<file path="config.mk">
export PLATFORM = sky130hd
export DESIGN_NAME = fetch_frontend
export DESIGN_NICKNAME = d
export VERILOG_FILES = /design/src/design/fe_isa_pkg.sv /design/src/design/fe_pipe_pkg.sv /design/src/design/fe_pc_gen.sv /design/src/design/fe_branch_predict.sv /design/src/design/fe_fetch_queue.sv /design/src/design/fetch_frontend.sv
export VERILOG_INCLUDE_DIRS = /design/src /design/src/design
export SDC_FILE = /design/constraint.sdc
export NUM_CORES = 1
export LEC_CHECK = 0
export BUFFER_PORTS_ARGS = -buffer_cell sky130_fd_sc_hd__buf_2
export CAP_MARGIN = 5
export CELL_PAD_IN_SITES_DETAIL_PLACEMENT = 0
export CELL_PAD_IN_SITES_GLOBAL_PLACEMENT = 1
export CORE_MARGIN = 5
export CORE_UTILIZATION = 35
export CTS_BUF_LIST = sky130_fd_sc_hd__clkbuf_16
export DETAILED_ROUTE_END_ITERATION = 6
export PLACE_DENSITY_LB_ADDON = 0.1
export REMOVE_ABC_BUFFERS = 1
export SETUP_SLACK_MARGIN = 0.5
export SYNTH_ARGS = -nofsm -noshare
export SYNTH_HDL_FRONTEND = slang
export SYNTH_SLANG_ARGS = --single-unit
</file>
<file path="constraint.sdc">
create_clock -name clk_i -period 5.9 [get_ports clk_i]
set_input_delay 0.59 -clock clk_i [delete_from_list [all_inputs] [get_ports clk_i]]
set_output_delay 0.59 -clock clk_i [all_outputs]
set_load 0.1 [all_outputs]
</file>
<file path="src/design/fe_defines.svh">
// ----------------------------------------
// fetch frontend constants
// widths, queue depth, pc step, opcodes
// ----------------------------------------
`ifndef FE_DEFINES_SVH
`define FE_DEFINES_SVH

// address and instruction width
`define FE_XLEN 32

// entries in the fetch queue, power of two
`define FE_QUEUE_DEPTH 4

// sequential pc step, only 32-bit instructions
`define FE_INSTR_BYTES 4

// pc value while in reset, boot address is loaded afterwards
`define FE_PC_RST {`FE_XLEN{1'b0}}

// major opcodes seen by the scanner
`define FE_OPC_BRANCH 7'b1100011
`define FE_OPC_JAL    7'b1101111

`endif

</file>
<file path="src/design/fe_isa_pkg.sv">
// ----------------------------------------
// instruction formats for the scanner
// b-type and j-type views, union, cf kind
// ----------------------------------------
`include "fe_defines.svh"

package fe_isa_pkg;

    // raw instruction word
    typedef logic [`FE_XLEN-1:0] instr_t;

    // conditional branch layout
    typedef struct packed {
        logic       imm12;
        logic [5:0] imm10_5;
        logic [4:0] rs2;
        logic [4:0] rs1;
        logic [2:0] funct3;
        logic [3:0] imm4_1;
        logic       imm11;
        logic [6:0] opcode;
    } btype_t;

    // jal layout
    typedef struct packed {
        logic       imm20;
        logic [9:0] imm10_1;
        logic       imm11;
        logic [7:0] imm19_12;
        logic [4:0] rd;
        logic [6:0] opcode;
    } jtype_t;

    // one fetched word, decoded both ways
    typedef union packed {
        instr_t raw;
        btype_t btype;
        jtype_t jtype;
    } instr_u;

    // control-flow kind of a fetched word
    typedef enum logic [1:0] {
        NONE   = 2'd0,
        BRANCH = 2'd1,
        JUMP   = 2'd2
    } cf_e;

endpackage

</file>
<file path="src/design/fe_pipe_pkg.sv">
// ----------------------------------------
// pipeline types of the fetch frontend
// byte address and queue occupancy
// ----------------------------------------
`include "fe_defines.svh"

package fe_pipe_pkg;

    // byte address of an instruction
    typedef logic [`FE_XLEN-1:0] addr_t;

    // occupancy counter, has to hold 0 up to the full depth
    typedef logic [$clog2(`FE_QUEUE_DEPTH+1)-1:0] qcount_t;

endpackage

</file>
<file path="src/design/fe_pc_gen.sv">
// ----------------------------------------
// pc generation and memory request side
// outstanding request and kill tracking
// ----------------------------------------
`timescale 1ns/1ps
`include "fe_defines.svh"

module fe_pc_gen (
    input  logic               clk_i,
    input  logic               rst_ni,
    input  fe_pipe_pkg::addr_t boot_addr_i,
    input  logic               redirect_i,
    input  fe_pipe_pkg::addr_t redirect_pc_i,
    input  logic               pred_taken_i,
    input  fe_pipe_pkg::addr_t pred_target_i,
    input  logic               has_room_i,
    output logic               mem_req_o,
    output fe_pipe_pkg::addr_t mem_addr_o,
    input  logic               mem_gnt_i,
    input  logic               mem_rvalid_i,
    input  fe_isa_pkg::instr_t mem_rdata_i,
    output logic               rsp_valid_o,
    output fe_pipe_pkg::addr_t rsp_pc_o,
    output fe_isa_pkg::instr_t rsp_instr_o
);
    import fe_pipe_pkg::*;

    // set while in reset and for one cycle after it
    logic  rst_load_q;
    addr_t pc_d, pc_q;
    // a stalled request stays up with the same address
    logic  hold_q;
    // target that arrived while the request was stalled
    addr_t tgt_q;
    logic  tgt_vld_d, tgt_vld_q;
    // request in flight, answered in the next cycle
    addr_t out_addr_q;
    logic  out_kill_q;
    logic  stall, accept, new_tgt;
    addr_t new_addr;

    assign mem_req_o  = ~rst_load_q & (has_room_i | hold_q);
    assign mem_addr_o = pc_q;
    assign stall      = mem_req_o & ~mem_gnt_i;
    assign accept     = mem_req_o & mem_gnt_i;

    // back-end redirect wins over the static prediction
    assign new_tgt  = redirect_i | pred_taken_i;
    assign new_addr = redirect_i ? redirect_pc_i : pred_target_i;

    // ----------------------------------------
    // next pc
    // ----------------------------------------
    always_comb begin
        pc_d      = pc_q;
        tgt_vld_d = 1'b0;
        if (rst_load_q) begin
            pc_d = boot_addr_i;
        end else if (stall) begin
            // address must not move, park the new target
            tgt_vld_d = tgt_vld_q | new_tgt;
        end else if (new_tgt) begin
            pc_d = new_addr;
        end else if (tgt_vld_q) begin
            // stale request just went out, continue at parked target
            pc_d = tgt_q;
        end else if (accept) begin
            pc_d = pc_q + `FE_INSTR_BYTES;
        end
    end

    always_ff @(posedge clk_i or negedge rst_ni) begin
        if (!rst_ni) begin
            rst_load_q <= 1'b1;
            pc_q       <= `FE_PC_RST;
            hold_q     <= 1'b0;
            tgt_vld_q  <= 1'b0;
            out_kill_q <= 1'b0;
        end else begin
            rst_load_q <= 1'b0;
            pc_q       <= pc_d;
            hold_q     <= stall;
            tgt_vld_q  <= tgt_vld_d;
            // request accepted now is dead if the flow changes now
            if (accept) begin
                out_kill_q <= new_tgt | tgt_vld_q;
            end
        end
    end

    // payload of the in-flight request and the parked target
    always_ff @(posedge clk_i) begin
        if (accept) begin
            out_addr_q <= pc_q;
        end
        if (stall && new_tgt) begin
            tgt_q <= new_addr;
        end
    end

    // ----------------------------------------
    // response
    // ----------------------------------------
    // a redirect also drops the word returning in its own cycle
    assign rsp_valid_o = mem_rvalid_i & ~out_kill_q & ~redirect_i;
    assign rsp_pc_o    = out_addr_q;
    assign rsp_instr_o = mem_rdata_i;

endmodule

</file>
<file path="src/design/fe_branch_predict.sv">
// ----------------------------------------
// scan of the returned word
// static prediction and target adder
// ----------------------------------------
`timescale 1ns/1ps
`include "fe_defines.svh"

module fe_branch_predict (
    input  logic               rsp_valid_i,
    input  fe_pipe_pkg::addr_t rsp_pc_i,
    input  fe_isa_pkg::instr_t rsp_instr_i,
    output logic               pred_taken_o,
    output fe_pipe_pkg::addr_t pred_target_o,
    output logic               push_o,
    output fe_pipe_pkg::addr_t push_pc_o,
    output fe_isa_pkg::instr_t push_instr_o,
    output logic               push_taken_o,
    output fe_pipe_pkg::addr_t push_npc_o
);
    import fe_isa_pkg::*;
    import fe_pipe_pkg::*;

    instr_u word;
    cf_e    cf_kind;
    addr_t  imm_b, imm_j, imm;
    addr_t  target, seq_pc;
    logic   taken;

    assign word.raw = rsp_instr_i;

    // ----------------------------------------
    // decode
    // ----------------------------------------
    // opcode sits in the same bits for both views
    always_comb begin
        unique case (word.btype.opcode)
            `FE_OPC_BRANCH: cf_kind = BRANCH;
            `FE_OPC_JAL:    cf_kind = JUMP;
            default:        cf_kind = NONE;
        endcase
    end

    // b-type immediate, 13 bits signed
    assign imm_b = {{(`FE_XLEN-12){word.btype.imm12}},
                    word.btype.imm11,
                    word.btype.imm10_5,
                    word.btype.imm4_1,
                    1'b0};

    // j-type immediate, 21 bits signed
    assign imm_j = {{(`FE_XLEN-20){word.jtype.imm20}},
                    word.jtype.imm19_12,
                    word.jtype.imm11,
                    word.jtype.imm10_1,
                    1'b0};

    assign imm = (cf_kind == JUMP) ? imm_j : imm_b;

    // ----------------------------------------
    // static rule
    // ----------------------------------------
    // jal always taken, backward branch taken
    always_comb begin
        unique case (cf_kind)
            JUMP:    taken = 1'b1;
            BRANCH:  taken = imm_b[`FE_XLEN-1];
            default: taken = 1'b0;
        endcase
    end

    assign target = rsp_pc_i + imm;
    assign seq_pc = rsp_pc_i + `FE_INSTR_BYTES;

    // redirect pc_gen only for a live word
    assign pred_taken_o  = rsp_valid_i & taken;
    assign pred_target_o = target;

    // entry for the queue carries its own prediction
    assign push_o       = rsp_valid_i;
    assign push_pc_o    = rsp_pc_i;
    assign push_instr_o = rsp_instr_i;
    assign push_taken_o = taken;
    assign push_npc_o   = taken ? target : seq_pc;

endmodule

</file>
<file path="src/design/fe_fetch_queue.sv">
// ----------------------------------------
// fetch queue toward the back-end
// circular buffer with flush
// ----------------------------------------
`timescale 1ns/1ps
`include "fe_defines.svh"

module fe_fetch_queue (
    input  logic               clk_i,
    input  logic               rst_ni,
    input  logic               flush_i,
    input  logic               push_i,
    input  fe_pipe_pkg::addr_t pc_i,
    input  fe_isa_pkg::instr_t instr_i,
    input  logic               taken_i,
    input  fe_pipe_pkg::addr_t npc_i,
    output logic               has_room_o,
    output logic               valid_o,
    output fe_pipe_pkg::addr_t pc_o,
    output fe_isa_pkg::instr_t instr_o,
    output logic               taken_o,
    output fe_pipe_pkg::addr_t npc_o,
    input  logic               ready_i
);
    import fe_isa_pkg::*;
    import fe_pipe_pkg::*;

    localparam int unsigned DEPTH = `FE_QUEUE_DEPTH;
    localparam int unsigned PTR_W = $clog2(DEPTH);

    // entry storage
    addr_t  pc_mem    [DEPTH];
    instr_t instr_mem [DEPTH];
    logic   taken_mem [DEPTH];
    addr_t  npc_mem   [DEPTH];

    logic [PTR_W-1:0] wr_ptr_q, rd_ptr_q;
    qcount_t          count_q;
    logic             pop;

    assign valid_o = (count_q != '0);
    assign pop     = valid_o & ready_i;

    // room for the word returning now plus one more request
    assign has_room_o = (count_q <= qcount_t'(DEPTH - 2));

    // head entry, stable until popped
    assign pc_o    = pc_mem[rd_ptr_q];
    assign instr_o = instr_mem[rd_ptr_q];
    assign taken_o = taken_mem[rd_ptr_q];
    assign npc_o   = npc_mem[rd_ptr_q];

    // ----------------------------------------
    // pointers and occupancy
    // ----------------------------------------
    always_ff @(posedge clk_i or negedge rst_ni) begin
        if (!rst_ni) begin
            wr_ptr_q <= '0;
            rd_ptr_q <= '0;
            count_q  <= '0;
        end else if (flush_i) begin
            wr_ptr_q <= '0;
            rd_ptr_q <= '0;
            count_q  <= '0;
        end else begin
            if (push_i) begin
                wr_ptr_q <= wr_ptr_q + 1'b1;
            end
            if (pop) begin
                rd_ptr_q <= rd_ptr_q + 1'b1;
            end
            // push and pop together keep the count
            if (push_i && !pop) begin
                count_q <= count_q + qcount_t'(1);
            end else if (!push_i && pop) begin
                count_q <= count_q - qcount_t'(1);
            end
        end
    end

    // storage write
    always_ff @(posedge clk_i) begin
        if (push_i) begin
            pc_mem[wr_ptr_q]    <= pc_i;
            instr_mem[wr_ptr_q] <= instr_i;
            taken_mem[wr_ptr_q] <= taken_i;
            npc_mem[wr_ptr_q]   <= npc_i;
        end
    end

endmodule

</file>
<file path="src/design/fetch_frontend.sv">
// ----------------------------------------
// fetch frontend top level
// pc generation, predictor, fetch queue
// ----------------------------------------
`timescale 1ns/1ps

module fetch_frontend (
    input  logic               clk_i,
    input  logic               rst_ni,
    input  fe_pipe_pkg::addr_t boot_addr_i,
    // back-end control flow change
    input  logic               redirect_i,
    input  fe_pipe_pkg::addr_t redirect_pc_i,
    // instruction memory
    output logic               mem_req_o,
    output fe_pipe_pkg::addr_t mem_addr_o,
    input  logic               mem_gnt_i,
    input  logic               mem_rvalid_i,
    input  fe_isa_pkg::instr_t mem_rdata_i,
    // fetch entries to the back-end
    output logic               fetch_valid_o,
    output fe_pipe_pkg::addr_t fetch_pc_o,
    output fe_isa_pkg::instr_t fetch_instr_o,
    output logic               fetch_taken_o,
    output fe_pipe_pkg::addr_t fetch_npc_o,
    input  logic               fetch_ready_i
);
    // response into the scanner
    logic               rsp_valid;
    fe_pipe_pkg::addr_t rsp_pc;
    fe_isa_pkg::instr_t rsp_instr;
    // prediction back to pc generation
    logic               pred_taken;
    fe_pipe_pkg::addr_t pred_target;
    // entry into the queue
    logic               push;
    fe_pipe_pkg::addr_t push_pc;
    fe_isa_pkg::instr_t push_instr;
    logic               push_taken;
    fe_pipe_pkg::addr_t push_npc;
    logic               has_room;

    fe_pc_gen i_pc_gen (
        .clk_i         ( clk_i         ),
        .rst_ni        ( rst_ni        ),
        .boot_addr_i   ( boot_addr_i   ),
        .redirect_i    ( redirect_i    ),
        .redirect_pc_i ( redirect_pc_i ),
        .pred_taken_i  ( pred_taken    ),
        .pred_target_i ( pred_target   ),
        .has_room_i    ( has_room      ),
        .mem_req_o     ( mem_req_o     ),
        .mem_addr_o    ( mem_addr_o    ),
        .mem_gnt_i     ( mem_gnt_i     ),
        .mem_rvalid_i  ( mem_rvalid_i  ),
        .mem_rdata_i   ( mem_rdata_i   ),
        .rsp_valid_o   ( rsp_valid     ),
        .rsp_pc_o      ( rsp_pc        ),
        .rsp_instr_o   ( rsp_instr     )
    );

    fe_branch_predict i_branch_predict (
        .rsp_valid_i   ( rsp_valid     ),
        .rsp_pc_i      ( rsp_pc        ),
        .rsp_instr_i   ( rsp_instr     ),
        .pred_taken_o  ( pred_taken    ),
        .pred_target_o ( pred_target   ),
        .push_o        ( push          ),
        .push_pc_o     ( push_pc       ),
        .push_instr_o  ( push_instr    ),
        .push_taken_o  ( push_taken    ),
        .push_npc_o    ( push_npc      )
    );

    // redirect flushes every queued entry
    fe_fetch_queue i_fetch_queue (
        .clk_i         ( clk_i         ),
        .rst_ni        ( rst_ni        ),
        .flush_i       ( redirect_i    ),
        .push_i        ( push          ),
        .pc_i          ( push_pc       ),
        .instr_i       ( push_instr    ),
        .taken_i       ( push_taken    ),
        .npc_i         ( push_npc      ),
        .has_room_o    ( has_room      ),
        .valid_o       ( fetch_valid_o ),
        .pc_o          ( fetch_pc_o    ),
        .instr_o       ( fetch_instr_o ),
        .taken_o       ( fetch_taken_o ),
        .npc_o         ( fetch_npc_o   ),
        .ready_i       ( fetch_ready_i )
    );

endmodule

</file>
==> results.md, run 1 <==
* Average cell area after synthesis at between 15 and 20 um^2
* Sequential area share after synthesis at approximately 66%
* Pwr/cell area at about 500 mW/mm^2
* Most frequent cell after synthesis: edfxtp_1
* Register area at 0.0145 mm^2
* CP max FO at 5
* Slowest stage cell, crit path: a221o_1
* MaxCap Viol Count at 0
* Initial Util at about a third
* H-Tree Depth at 2
* Mapped Area at ~0.022 mm^2
* Pin count of the biggest net entering global routing at 54
* Drt wl/cell at around 26 um
* RSZ-0062 raised after global routing: false
* Number of top-level pins at 233
* Fin crit share at just over 80%
* Final min period at 4.78 ns
* 1st-pass router iterations at 5
* Mapped Cells at 1464
* CTS Sinks at about 490
* Total vias in the final route at about 14000
* Final setup viols at 0
* Die Ht at approximately 260 um
* Core Util, Final at roughly two fifths
* Worst Path Arrival at 5.09 ns
* Fmax at roughly 210 MHz
* Crit path cell chain: buf_2 > nor2b_1 > nand4_1 > nor3_1 > inv_1 > ha_1 > mux2_2 > ha_1 > fa_1 > a21o_1 > a221o_1 > a22oi_1 > nand3_1 > a21oi_1 > o21ai_1 > xnor2_1 > o21ai_0
* Tightest Pin Transition at between 0.9 and 1 ns
* Initial antenna violation count at 2
* Post-CTS Resized at 0
* Clk Latency, worst-skew pair at between 0.6 and 0.7 ns
* Crit end category: flop
* CP required at between 6 and 7 ns
* Worst-case clock buffer depth at 3
* Core area at between 0.06 and 0.07 mm^2
* Vias/cell at 5.34
* Iter 0 DRT Violations at around 1300
* Clk_skew at ~0.030 ns
* Yosys warns at 0
* Final hold violations at 0
* Grt total ovfl at 0
* Asr flop ratio synth at ~9%
* TritonCTS clock tree: built
* Drt total wl at 67.6 mm
* Leakage power total at around 9.3 nW
* Post-detailed-placement half-perimeter wirelength at roughly 46 mm
* Top cells by count, synth: edfxtp_1, nand2_1, mux4_2
* Number of synthesized flops with an enable pin at approximately 450
* DIE AREA at between 0.06 and 0.07 mm^2
* Area of the multi-input gates at 0.00722 mm^2
* IO buf count at between 200 and 250
* Min-Delay Path Class: in2async
* Yosys top cell area share at 60.9%
* First-pass GRT wire length at between 90 and 100 mm
* Vias in the first global route at 14041
* CTS clk-pin slew, worst paths at roughly 0.060 ns
* Clock root cell: clkbuf_16
* Fraction of layout cells with a size suffix above 1 at 26.7%
* Synth unique cells at 73
* Number of remaining DRC errors at 0
* Crit path top cell by count: ha_1
* WS Path Type: in2reg
* Cell accounting for the most synthesized area: edfxtp_1
* TNS Setup at 0 ns
* RePlAce Congestion at 0.865
* Num rows at ~90
* Peak supply drop at 0.400 mV
* Max incr delay on CP at ~0.43 ns
* Nets at ~1900
* Total GRT Usage at between 10% and 20%
* Place WS at 0.534 ns
* Fin worst setup slack at 1.12 ns
* CTS Buf Count at 54
* Startpoint types: input pin
* Seq cells post-synth at around 500
* Max_slew headroom at 37.1%
* Area growth syn-to-layout at 18.2%
* Outcome: finished, final reports clean
* Fill count at between 5000 and 6000
* Hold-fix buffer count after cts at 0
* Pins Over Slew Limit at 0
* Setup bufs post-CTS at 0
* Ys flop type: edfxtp_1
* Die Wd at between 200 and 300 um
* Remaining antenna violation count at 0
* Top cells by area, synth: edfxtp_1, mux4_2, dfrtp_1
## final timing paths
kind	slack [ns]	endpoint	startpoint	depth (start not counted)
setup / recovery	1.12	i_fetch_queue.npc_mem[0][27]	mem_rdata_i[6]	17
hold / removal	0.10	i_pc_gen.mem_addr_o[26]	rst_ni	2
setup reg to reg	2.15	i_fetch_queue.npc_mem[0][27]	i_pc_gen.rsp_pc_o[1]	10
hold reg to reg	0.51	i_pc_gen.rsp_pc_o[30]	i_pc_gen.mem_addr_o[30]	0
max in group asynchronous	5.21	i_fetch_queue.rd_ptr_q[1]	rst_ni	2
min in group clk_i	0.24	i_fetch_queue.instr_mem[0][5]	mem_rdata_i[5]	1
## state kept, by name (all words and copies together) (netlist names), 2 cells and up
| register | cells |
|---|---|
| i_fetch_queue.instr_mem | 128 |
| i_pc_gen.tgt_q | 32 |
| i_fetch_queue.taken_mem | 4 |
| i_fetch_queue.wr_ptr_q | 2 |
| i_fetch_queue.rd_ptr_q | 2 |
| i_pc_gen.rsp_pc_o | 32 |
| i_pc_gen.mem_addr_o | 32 |
| i_fetch_queue.count_q | 3 |
| i_fetch_queue.pc_mem | 124 |
| i_fetch_queue.npc_mem | 128 |
## stage by stage
| step | hold WS, ns | cells | area [um^2] | power [W] |
|---|---|---|---|---|
| 6_report | 0.102 | 2601 | 26100 | 0.0129 |
| 5_1_grt | 0.139 | 2600 | 26100 | 0.0134 |
| 4_1_cts | 0.105 | 2600 | 26100 | 0.0131 |
| 3_5_place_dp | 0.475 | 2498 | 24300 | 0.00962 |
| 3_3_place_gp | 0.476 | 2498 | 24300 | 0.00961 |
| 2_1_floorplan | 0.294 | 1392 | 21800 | 0.00850 |
## critical path, delay by kind of cell
kind	cells	cell delay, ns
compound gates	6	1.70
xor+xnor	1	0.31
fa+ha+maj	3	0.93
buf+inv	2	0.23
mux	1	0.32
simple gates	4	1.01
## cell usage in the layout (no fill, tap or decap), drive strengths merged, types with 13 or more instances in the layout
| master | instances |
|---|---|
| nand4 | 19 |
| a21oi | 58 |
| o21ai | 88 |
| and3 | 22 |
| nor2 | 58 |
| a21o | 34 |
| edfxtp | 448 |
| clkinv | 24 |
| xnor2 | 44 |
| xor2 | 44 |
| ha | 42 |
| nor3 | 13 |
| buf | 260 |
| inv | 36 |
| mux2i | 13 |
| nand2 | 162 |
| nand3 | 31 |
| clkbuf | 57 |
| mux4 | 96 |
| dfrtp | 42 |
## power by group
part | switching (W) | internal, W | total (W)
sequential | 0.000361 | 0.00417 | 0.00453
combinational | 0.00384 | 0.00112 | 0.00497
clock | 0.00138 | 0.00204 | 0.00342
total | 0.00559 | 0.00733 | 0.0129
## layer usage
layer	GRT usage (%)	part of all wire (%)	wire (um)
met1	27.6	45	30200
met2	30.7	46	31400
met3	4.09	7.0	4700
met4	4.38	2.0	1350
met5	0	0	0
## final cells by class
type	count	share of cell area, %
Sequential cell	491	55.7
Clock inverter	45	1.44
Antenna cell	1	0.00959
Clock buffer	57	5.47
Timing Repair Buffer	260	5.30
Tap cell	846	4.06
Inverter	22	0.317
Multi-Input combinational cell	879	27.7
## kinds of logic after synthesis
logic type               after synthesis  share of synthesized area (%)
flip-flops                           491                           65.8
AND/OR/NAND/NOR                      344                           7.15
AO/OA/AOI/OAI                        284                           8.41
multiplexers                         118                           10.8
buffers and inverters                 94                           1.67
XOR/XNOR                              88                           3.53
adder cells (fa/ha/maj)               44                           2.56
other                                  1                         0.0170
(Power assumes the default switching activity.)
==> inputs of run 2 (changes only) <==
ABC_AREA = 1   (was unset)
clock period = 3.9 ns   (was 5.9 ns; I/O delays follow)
==> results.md, run 2 <==
* Seq cells post-synth at 491 (unchanged)
* Nets at 2834 (was 1854)
* Pin count of the biggest net entering global routing at 97 (was 54)
* Vias in the first global route at 18059 (was 14041)
* R2R Path End: i_pc_gen.tgt_q[27] (was i_fetch_queue.npc_mem[0][27])
* Clk_skew at 0.0281 ns (was 0.0295 ns)
* Critical register-to-register path startpoint: i_pc_gen.rsp_pc_o[26] (was i_pc_gen.rsp_pc_o[1])
* Outcome: finished, final reports clean (unchanged)
* Clock root cell: clkbuf_16 (unchanged)
* Iter 0 DRT Violations at 1296 (was 1348)
* Registers with the most flip-flops: i_fetch_queue.instr_mem x128, i_fetch_queue.npc_mem x128, i_fetch_queue.pc_mem x124 (unchanged)
* Number of top-level pins at 233 (unchanged)
* H-Tree Depth at 2 (unchanged)
* R2R Setup Slk at 0.95 ns (was 2.15 ns)
* Peak supply drop at 0.501 mV (was 0.400 mV)
* Average cell area after synthesis at 9.85 um^2 (was 15.1 um^2)
* RSZ-0062 raised after global routing: false (unchanged)
* Min-Delay Path Class: in2reg (was in2async)
* Asr flop ratio synth at 8.76% (unchanged)
* Leakage power total at 11.3 nW (was 9.32 nW)
* R2R depth at 10 (unchanged)
* Total GRT Usage at 20.4% (was 19.3%)
* Top cells by area, synth: edfxtp_1, nand2_1, nor2_1 (was edfxtp_1, mux4_2, dfrtp_1)
* Max incr delay on CP at 0.66 ns (was 0.43 ns)
* Initial antenna violation count at 0 (was 2)
* Ys flop type: edfxtp_1 (unchanged)
* Number of synthesized flops with an enable pin at 448 (unchanged)
* MaxCap Viol Count at 0 (unchanged)
* Startpoint types: flop (was input pin)
* Area growth syn-to-layout at 20.1% (was 18.2%)
* End of the worst hold path: i_fetch_queue.instr_mem[3][9]
* Most frequent cell after synthesis: nand2_1 (was edfxtp_1)
* Drt total wl at 76.8 mm (was 67.6 mm)
* Fin cells at 3608 (was 2601)
* Commonest non-fill, non-tap cell in the layout: nand2_1 (was edfxtp_1)
* Max_slew headroom at 38.1% (was 37.1%)
* Most frequent cells in the layout: nand2_1, edfxtp_1, nor2_1, o21ai_0, buf_2 (was edfxtp_1, buf_2, nand2_1, mux4_2, o21ai_0)
* Placed Instances at 3489 (was 2498)
* CTS clk-pin slew, worst paths at 0.06 ns (about the same)
* 1st-pass router iterations at 5 (unchanged)
* First-pass GRT wire length at 115 mm (was 97.4 mm)
* Die Ht at 270 um (was 261 um)
* Hold path start: mem_rdata_i[9]
* Fin crit share at a little over four fifths
* Mapped Area at 0.0236 mm^2 (was 0.0221 mm^2)
* Worst-case clock buffer depth at 3 (unchanged)
* Fmax at about 310 MHz
* Worst Path Arrival at 2.86 ns (was 5.09 ns)
* Remaining antenna violation count at 0 (unchanged)
* Clk Latency, worst-skew pair at 0.62 ns (was 0.61 ns)
* Total vias in the final route at 18408 (was 13898)
* CP required at 3.51 ns (was 6.20 ns)
* Vias/cell at 5.10 (was 5.34)
* Tightest Pin Transition at 0.928 ns (was 0.936 ns)
* Num rows at 95 (was 92)
* WS Path Type: reg2out (was in2reg)
* Cell accounting for the most synthesized area: edfxtp_1 (unchanged)
* Yosys top cell area share at 57.0% (was 60.9%)
* Pins Over Slew Limit at 0 (unchanged)
* Final min period at 3.25 ns
* DIE AREA at 0.0728 mm^2 (was 0.0682 mm^2)
* Grt total ovfl at 0 (unchanged)
* Core area at 0.0670 mm^2 (was 0.0627 mm^2)
* Antenna diode count at 0 (was 1)
* RePlAce Congestion at 0.916 (was 0.865)
* Post-detailed-placement half-perimeter wirelength at 52.6 mm (was 45.7 mm)
* CP max FO at 28 (was 5)
* Pwr/cell area at 703 mW/mm^2 (was 495 mW/mm^2)
* Yosys warns at 0 (unchanged)
* Worst hold stages at 1
* Synth unique cells at 50 (was 73)
* CTS Sinks at 491 (unchanged)
* Mapped Cells at 2397 (was 1464)
* Initial Util at 35.2% (about the same)
* CTS Buf Count at 56 (was 54)
* Final setup viols at 0 (unchanged)
* Total Power at 0.0199 W (was 0.0129 W)
* Slowest stage cell, crit path: dfrtp_4 (was a221o_1)
* Final hold violations at 0 (unchanged)
* Drt wl/cell at 21.3 um (was 26.0 um)
* Crit end category: primary output (was flop)
* Number of remaining DRC errors at 0 (unchanged)
* Sequential area share after synthesis at 61.5% (was 65.8%)
* Crit path cell chain: buf_4 > buf_4 > o21ai_0 > o22ai_1 > buf_2 (was buf_2 > nor2b_1 > nand4_1 > nor3_1 > inv_1 > ha_1 > mux2_2 > ha_1 > fa_1 > a21o_1 > a221o_1 > a22oi_1 > nand3_1 > a21oi_1 > o21ai_1 > xnor2_1 > o21ai_0)
* Fraction of layout cells with a size suffix above 1 at 17.4% (was 26.7%)
* Top cells by count, synth: nand2_1, edfxtp_1, nor2_1 (was edfxtp_1, nand2_1, mux4_2)
* IO buf count at 232 (unchanged)
* Crit path top cell by count: buf_4 (was ha_1)
* TritonCTS clock tree: built (unchanged)
* Die Wd at 270 um (was 261 um)
## run 2: cell types whose count changed after synthesis, moves of 79 or more
cell,before,now
nor2_1,58,390
o22ai_1,12,99
o21ai_0,71,245
nand3_1,31,110
mux4_2,96,0
nand2_1,162,466
inv_1,20,173
## run 2: area by class of cell
cell class | count | area (um^2)
fillers | 6575 | 38700
flip-flops and latches | 491 | 14500
multi-input cells | 1624 | 8080
repair buffers | 335 | 2170
clock buffers | 56 | 1400
well taps | 873 | 1090
inverters | 180 | 683
clock inverters | 49 | 410
## run 2: routing by layer
metal	routed length, um	part of all wire, %	global-route usage (%)	vias to the layer above
met2	36000	47	33.9	450
met4	1120	1.5	3.59	0
met5	0	0	0	-
met1	35900	47	28.6	9022
met3	3760	4.9	3.41	70
li1	-	-	-	8866
## run 2: kinds of logic (layout without fill, tap and decap cells)
kind of cell / after synthesis / in the layout / share of synthesized area [%]
AO/OA/AOI/OAI: 450 / 450 / 10.4
XOR/XNOR: 44 / 44 / 1.63
adder cells (fa/ha/maj): 44 / 44 / 2.39
buffers and inverters: 282 / 620 / 4.68
flip-flops: 491 / 491 / 61.5
multiplexers: 8 / 8 / 0.366
other: 1 / 1 / 0.0159
AND/OR/NAND/NOR: 1077 / 1077 / 19.0
## run 2: worst max path at each step
stage | from | endpoint | slack (ns) | depth (start not counted)
CTS | i_fetch_queue.rd_ptr_q[0] | fetch_instr_o[7] | 0.49 | 4
floorplan | i_fetch_queue.rd_ptr_q[0] | fetch_npc_o[0] | -4.57 | 3
global placement | mem_rdata_i[6] | i_fetch_queue.npc_mem[3][27] | -0.43 | 21
global route | mem_rdata_i[6] | i_pc_gen.tgt_q[25] | 0.51 | 22
finish | i_fetch_queue.rd_ptr_q[0] | fetch_npc_o[26] | 0.65 | 5
detailed placement | mem_rdata_i[4] | i_fetch_queue.npc_mem[3][27] | -0.41 | 20
## run 2: critical path, delay by kind of cell (launching register included)
family          cells  cell delay, ns
buf+inv             3            1.20
compound gates      2            0.34
flops               1            0.66
## run 2: repair_timing
action	CTS	global route
hold buffers	11	0
endpoints found under the hold margin	65	0
setup buffers	1	2
resized for setup	8	20
endpoints found under the setup margin	66	126
pin swaps	0	2
## run 2: power breakdown
group / total [W] / switching [W] / internal [W]
clock network: 0.00515 / 0.00214 / 0.00301
logic: 0.00798 / 0.00648 / 0.00150
registers: 0.00680 / 0.000480 / 0.00632
total: 0.0199 / 0.00910 / 0.0108
## run 2: per-stage QoR
step                hold slack (ns)  setup TNS [ns]  utilization (%)  area (um^2)  worst slack, ns
finish                       0.0311               0             42.3        28400            0.655
global route                 0.0162               0             42.3        28400            0.507
CTS                         0.00740               0             42.2        28300            0.489
floorplan                    0.0944         -936.05                -        23200            -4.57
global placement              0.468           -2.84             39.3        26300           -0.433
detailed placement            0.474           -3.08             39.3        26300           -0.412
